**config.mk**
```make
export PLATFORM = sky130hd
export DESIGN_NAME = memoryControl
export DESIGN_NICKNAME = d
export VERILOG_FILES = /design/src/rtl/cpuTypesPkg.sv /design/src/rtl/memoryControl.sv
export SDC_FILE = /design/constraint.sdc
export NUM_CORES = 1
export LEC_CHECK = 0
export ABC_AREA = 1
export BUFFER_PORTS_ARGS = -buffer_cell sky130_fd_sc_hd__buf_2
export CORE_AREA = 2 2 104 106
export DETAILED_ROUTE_END_ITERATION = 8
export DIE_AREA = 0 0 106 108
export GPL_ROUTABILITY_DRIVEN = 0
export SETUP_SLACK_MARGIN = 0.4
export SLEW_MARGIN = 20
export SYNTH_ARGS = -nofsm -noshare
export SYNTH_HDL_FRONTEND = slang
export SYNTH_SLANG_ARGS = --single-unit
```
**constraint.sdc**
```tcl
create_clock -name vclk -period 0.8
set_clock_uncertainty 0.15 [all_clocks]
set_input_delay 0.12 -clock vclk [all_inputs]
set_output_delay 0.12 -clock vclk [all_outputs]
set_load 0.02 [all_outputs]
```
**src/rtl/cpuTypesPkg.sv**
```systemverilog
/*
 * CPU-side types for the memory system.
 * Words, addresses, RAM state and the port request/response structs.
 */
`default_nettype none

package cpuTypesPkg;

   // data path width
   localparam int unsigned WORD_WIDTH = 32;

   // load/store data word
   typedef logic [WORD_WIDTH-1:0] word;
   // word address as the CPU sees it
   typedef logic [WORD_WIDTH-1:0] wordAddress;

   // RAM progress as seen by the controller
   typedef enum logic [1:0] {
      FREE,
      BUSY,
      ACCESS
   } ramStateType;

   // fetch port
   typedef struct packed {
      logic       readEnable;
      wordAddress address;
   } instrRequest;

   // data port, enables and store word held until wait drops
   typedef struct packed {
      logic       readEnable;
      logic       writeEnable;
      wordAddress address;
      word        storeWord;
   } dataRequest;

   // returned to either port
   typedef struct packed {
      logic waitFlag;
      word  loadWord;
   } portResponse;

   // single request from controller into the RAM
   typedef struct packed {
      logic       readEnable;
      logic       writeEnable;
      wordAddress address;
      word        storeWord;
   } ramRequest;

endpackage

`default_nettype wire

```
**src/rtl/memoryControl.sv**
```systemverilog
/*
 * Memory controller.
 * Arbitrates the fetch and data ports onto one RAM request.
 * Data wins over fetch. The winner's wait drops in the RAM access cycle.
 */
`default_nettype none

module memoryControl (
   input  cpuTypesPkg::instrRequest instrReq,
   input  cpuTypesPkg::dataRequest  dataReq,
   input  cpuTypesPkg::ramStateType ramState,
   input  cpuTypesPkg::word         ramLoad,
   output cpuTypesPkg::ramRequest   ramReq,
   output cpuTypesPkg::portResponse instrResp,
   output cpuTypesPkg::portResponse dataResp
);
   import cpuTypesPkg::*;

   // which port owns the RAM this cycle
   typedef enum logic [1:0] {
      GRANT_NONE,
      GRANT_INSTR,
      GRANT_DATA
   } grantType;

   grantType grant;
   logic     ramReady;

   // RAM has the word ready for the selected port
   assign ramReady = (ramState == ACCESS);

   // priority, data read or write first, then fetch
   always_comb begin
      if (dataReq.writeEnable || dataReq.readEnable) begin
         grant = GRANT_DATA;
      end else if (instrReq.readEnable) begin
         grant = GRANT_INSTR;
      end else begin
         grant = GRANT_NONE;
      end
   end

   // request mux toward the RAM
   always_comb begin
      // idle request is all zero
      ramReq = '0;
      case (grant)
         GRANT_DATA: begin
            ramReq.readEnable  = dataReq.readEnable;
            ramReq.writeEnable = dataReq.writeEnable;
            ramReq.address     = dataReq.address;
            ramReq.storeWord   = dataReq.storeWord;
         end
         GRANT_INSTR: begin
            // fetch never writes
            ramReq.readEnable = 1'b1;
            ramReq.address    = instrReq.address;
         end
         default: begin
            ramReq = '0;
         end
      endcase
   end

   // port waits and loads
   always_comb begin
      // both loads see the RAM word
      instrResp.loadWord = ramLoad;
      dataResp.loadWord  = ramLoad;
      instrResp.waitFlag = 1'b0;
      dataResp.waitFlag  = 1'b0;
      case (grant)
         GRANT_DATA: begin
            // fetch stalls behind the data access
            instrResp.waitFlag = 1'b1;
            dataResp.waitFlag  = !ramReady;
         end
         GRANT_INSTR: begin
            instrResp.waitFlag = !ramReady;
         end
         default: begin
            instrResp.waitFlag = 1'b0;
            dataResp.waitFlag  = 1'b0;
         end
      endcase
   end

endmodule

`default_nettype wire

```
# Word level (Yosys, flattened, before mapping)
# Cells that the tools add are included.
dict set report word_totals {
  ff_bits 0
  word_cells 13
}
dict set report op_classes {
  mux 8
  n_reduce_logical 2
  eq_ne 3
}
# op n
set op_table {}
lappend op_table {{$pmux W32 S2} 1}
lappend op_table {{$mux W32} 1}
lappend op_table {{$eq A2 B2 Y1 const B} 2}
lappend op_table {{$pmux W1 S2} 2}
lappend op_table {{$mux W1} 3}
lappend op_table {{$eq A2 B1 Y1 const B} 1}
lappend op_table {{$mux W2} 1}
lappend op_table {{$logic_not A1 Y1} 1}
lappend op_table {{$logic_or A1 B1 Y1} 1}

# Depth between registers and ports, before layout
dict set report depth {
  word_depth 4
  mapped_depth 5
}

# Worst setup path after synthesis
# Ideal clock, no wire load.
dict set report synth_path {
  path_kind {input -> output}
  startpoint {in dataReq[64] (netlist name)}
  endpoint {out ramReq[22] (netlist name)}
  path_slack_ns -0.152
  path_buffers 2
  cell_stages 4
  t_required_ns 0.530
  arrival_time_ns 0.682
  path_cell_list {nor2_4 buf_6 buf_6 nor2_1}
}
# item line
set synth_rtl {}
lappend synth_rtl {{from (decl)} memoryControl.sv:10} ;# input cpuTypesPkg::dataRequest dataReq,
lappend synth_rtl {{to (decl)} memoryControl.sv:13} ;# output cpuTypesPkg::ramRequest ramReq,

==> reports/qor.json <==
{
  "synthesis": {
    "yosysWarningCount": 0,
    "post_synthesis_sequential_area_ratio_pct": 0,
    "synth_cell_types": 11,
    "synth_cells": 250,
    "syn_nets": 383,
    "syn_avg_cell_area_um2": 5.120,
    "post_synth_design_cell_area_um2": 1280
  },
  "floorplan": {
    "die_height_um": 108,
    "floorplan.initialDensity_pct": 12.51,
    "design.die.area_um2": 11450,
    "row_count": 37,
    "core_um2": 10230,
    "boundaryPins": 265,
    "die_w_um": 106
  },
  "timing": {
    "timing.fmax_ghz": 0.8431,
    "finalMaxSlewViolations": 0,
    "final.period_utilization_pct": 148.3,
    "grt_setup_unrepaired": "true",
    "timing.final.crit_period_ns": 1.186,
    "setup_viol": 67,
    "slew_at_the_pin_closest_to_its_max_slew_limit_ns": 0.1524,
    "finalSetupTns_ns": -22.48,
    "timing.slew.headroom_pct": 89.82,
    "hold_viol": 0,
    "setup_slack_ns": -0.3861,
    "hold-worst-slack_ns": 0.09001
  },
  "critical_path": {
    "timing.critical_path.arrival_ns": 0.92,
    "crit_path_max_fanout": 20,
    "crit_required_ns": 0.53,
    "startpoint_class": "input pin",
    "endpoint_kind": "primary output",
    "path_class": "in -> out"
  },
  "power": {
    "leakagePower_nw": 1.376,
    "switching_power_uw": 780.2,
    "p_sw_share_pct": 52.33,
    "power.combinational.fraction_pct": 100.0,
    "power.density_cell_area_nw_per_um2": 652.2,
    "internal-power_uw": 710.7,
    "power.share.sequential_pct": 0,
    "ir_drop_mv": 0.2307,
    "power.clock.fraction_pct": 0
  },
  "finish": {
    "share_of_layout_cells_above_drive_strength_1_pct": 71.31,
    "mostFrequentLayoutCells": "sky130_fd_sc_hd__buf_2 (119), sky130_fd_sc_hd__inv_1 (35), sky130_fd_sc_hd__nand2_2 (34), sky130_fd_sc_hd__buf_4 (33), sky130_fd_sc_hd__nand2_1 (32)",
    "finalNetCount": 487,
    "post-route-cell-area_um2": 2286,
    "layout.area.seq_um2": 0,
    "stdcell_count": 488,
    "sequential_cell_total": 0,
    "antenna-diode-count": 0,
    "area_growth_syn_to_layout_pct": 78.59,
    "commonest_non_fill_non_tap_cell_in_the_layout": "sky130_fd_sc_hd__buf_2",
    "fill_cells": 1183,
    "clock_buffer_count": 0,
    "post-route-util_pct": 22.34
  },
  "status": {
    "violations": "negative setup slack",
    "outcome": "finished, violations left"
  },
  "placed_design": {
    "hpwlAfterDp_um": 3906,
    "numPlacedInstances": 488,
    "place.port_buffers": 169,
    "placed_area_um2": 2058
  },
  "detailed_routing": {
    "drc": 0,
    "post_drt_via_cell_ratio": 3.512,
    "drt.antenna.violating_nets": 0,
    "finalWirelength_um": 4528,
    "drt-pass1-iter-count": 4,
    "first_iter_violations": 47,
    "routed_wire_length_per_instance_um": 9.279,
    "vias": 1714
  },
  "global_routing": {
    "grt_max_degree": 22,
    "first_global_vias": 1484,
    "grt_overflow": 0,
    "groute.usage.overall_pct": 6.744,
    "antenna_violations_before_repair": 0,
    "grt_first_pass_wirelength_um": 6520
  },
  "hold_path": {
    "hold_path.class": "in -> out"
  },
  "clock_network": {
    "number_of_setup_buffers_added_after_cts": 0,
    "cts_repair_resize_count": 50,
    "cts_hold_buf": 0
  },
  "run": {
    "cap_violations": 0
  }
}
power by group through the flow:
stage                     logic, mW  clock network (mW)  registers (mW)
final                          1.49                   0               0
after global routing           1.60                   0               0
after CTS                      1.44                   0               0
after detailed placement       1.33                   0               0
after global placement         1.32                   0               0
after floorplan                1.47                   0               0
through the flow:
step | total power [mW] | setup WS, ns
final | 1.491 | -0.3861
after global routing | 1.604 | -0.4438
after CTS | 1.445 | -0.3948
after detailed placement | 1.326 | -0.4259
after global placement | 1.323 | -0.4140
after floorplan | 1.470 | -0.08219
area by class of cell:
type | instances | area [um2] | area share, %
Tap cell | 136 | 170.2 | 7.444
Multi-Input combinational cell | 136 | 745.7 | 32.62
Timing Repair Buffer | 181 | 1239 | 54.19
Inverter | 35 | 131.4 | 5.747
Yosys cell counts:
cell type	n	share of area (%)
sky130_fd_sc_hd__clkbuf_1	1	0.29
sky130_fd_sc_hd__nand3_1	32	13
sky130_fd_sc_hd__inv_1	35	10
sky130_fd_sc_hd__nor2_1	34	10
sky130_fd_sc_hd__nand2_1	67	20
sky130_fd_sc_hd__nor2_4	1	0.88
sky130_fd_sc_hd__buf_6	4	3.5
sky130_fd_sc_hd__o21ai_0	1	0.39
sky130_fd_sc_hd__buf_2	7	2.7
sky130_fd_sc_hd__buf_4	67	39
sky130_fd_sc_hd__nand2_2	1	0.49
worst paths after layout:
| path | start | to | cells past startpoint |
|---|---|---|---|
| worst max-delay path | dataReq[64] | ramReq[5] | 6 |
| worst min-delay path | ramLoad[1] | dataResp[1] | 0 |
worst max-delay path, cell delays in order:
cell	delay, ns
sky130_fd_sc_hd__buf_8	0.10
sky130_fd_sc_hd__nor2_4	0.16
sky130_fd_sc_hd__buf_12	0.18
sky130_fd_sc_hd__buf_12	0.16
sky130_fd_sc_hd__nor2_2	0.04
sky130_fd_sc_hd__buf_2	0.15
routing by layer:
layer	GRT usage, %	vias up	part of all wire (%)
li1	-	875	-
met3	1.447	23	12
met2	14.06	134	52
met4	2.162	0	3.2
met5	0	-	0
met1	6.494	682	33
cells by family after synthesis:
logic type	synth area share [%]
AO/OA/AOI/OAI	0.3906
AND/OR/NAND/NOR	43.50
buffers and inverters	56.11
(Power assumes the default switching activity.)
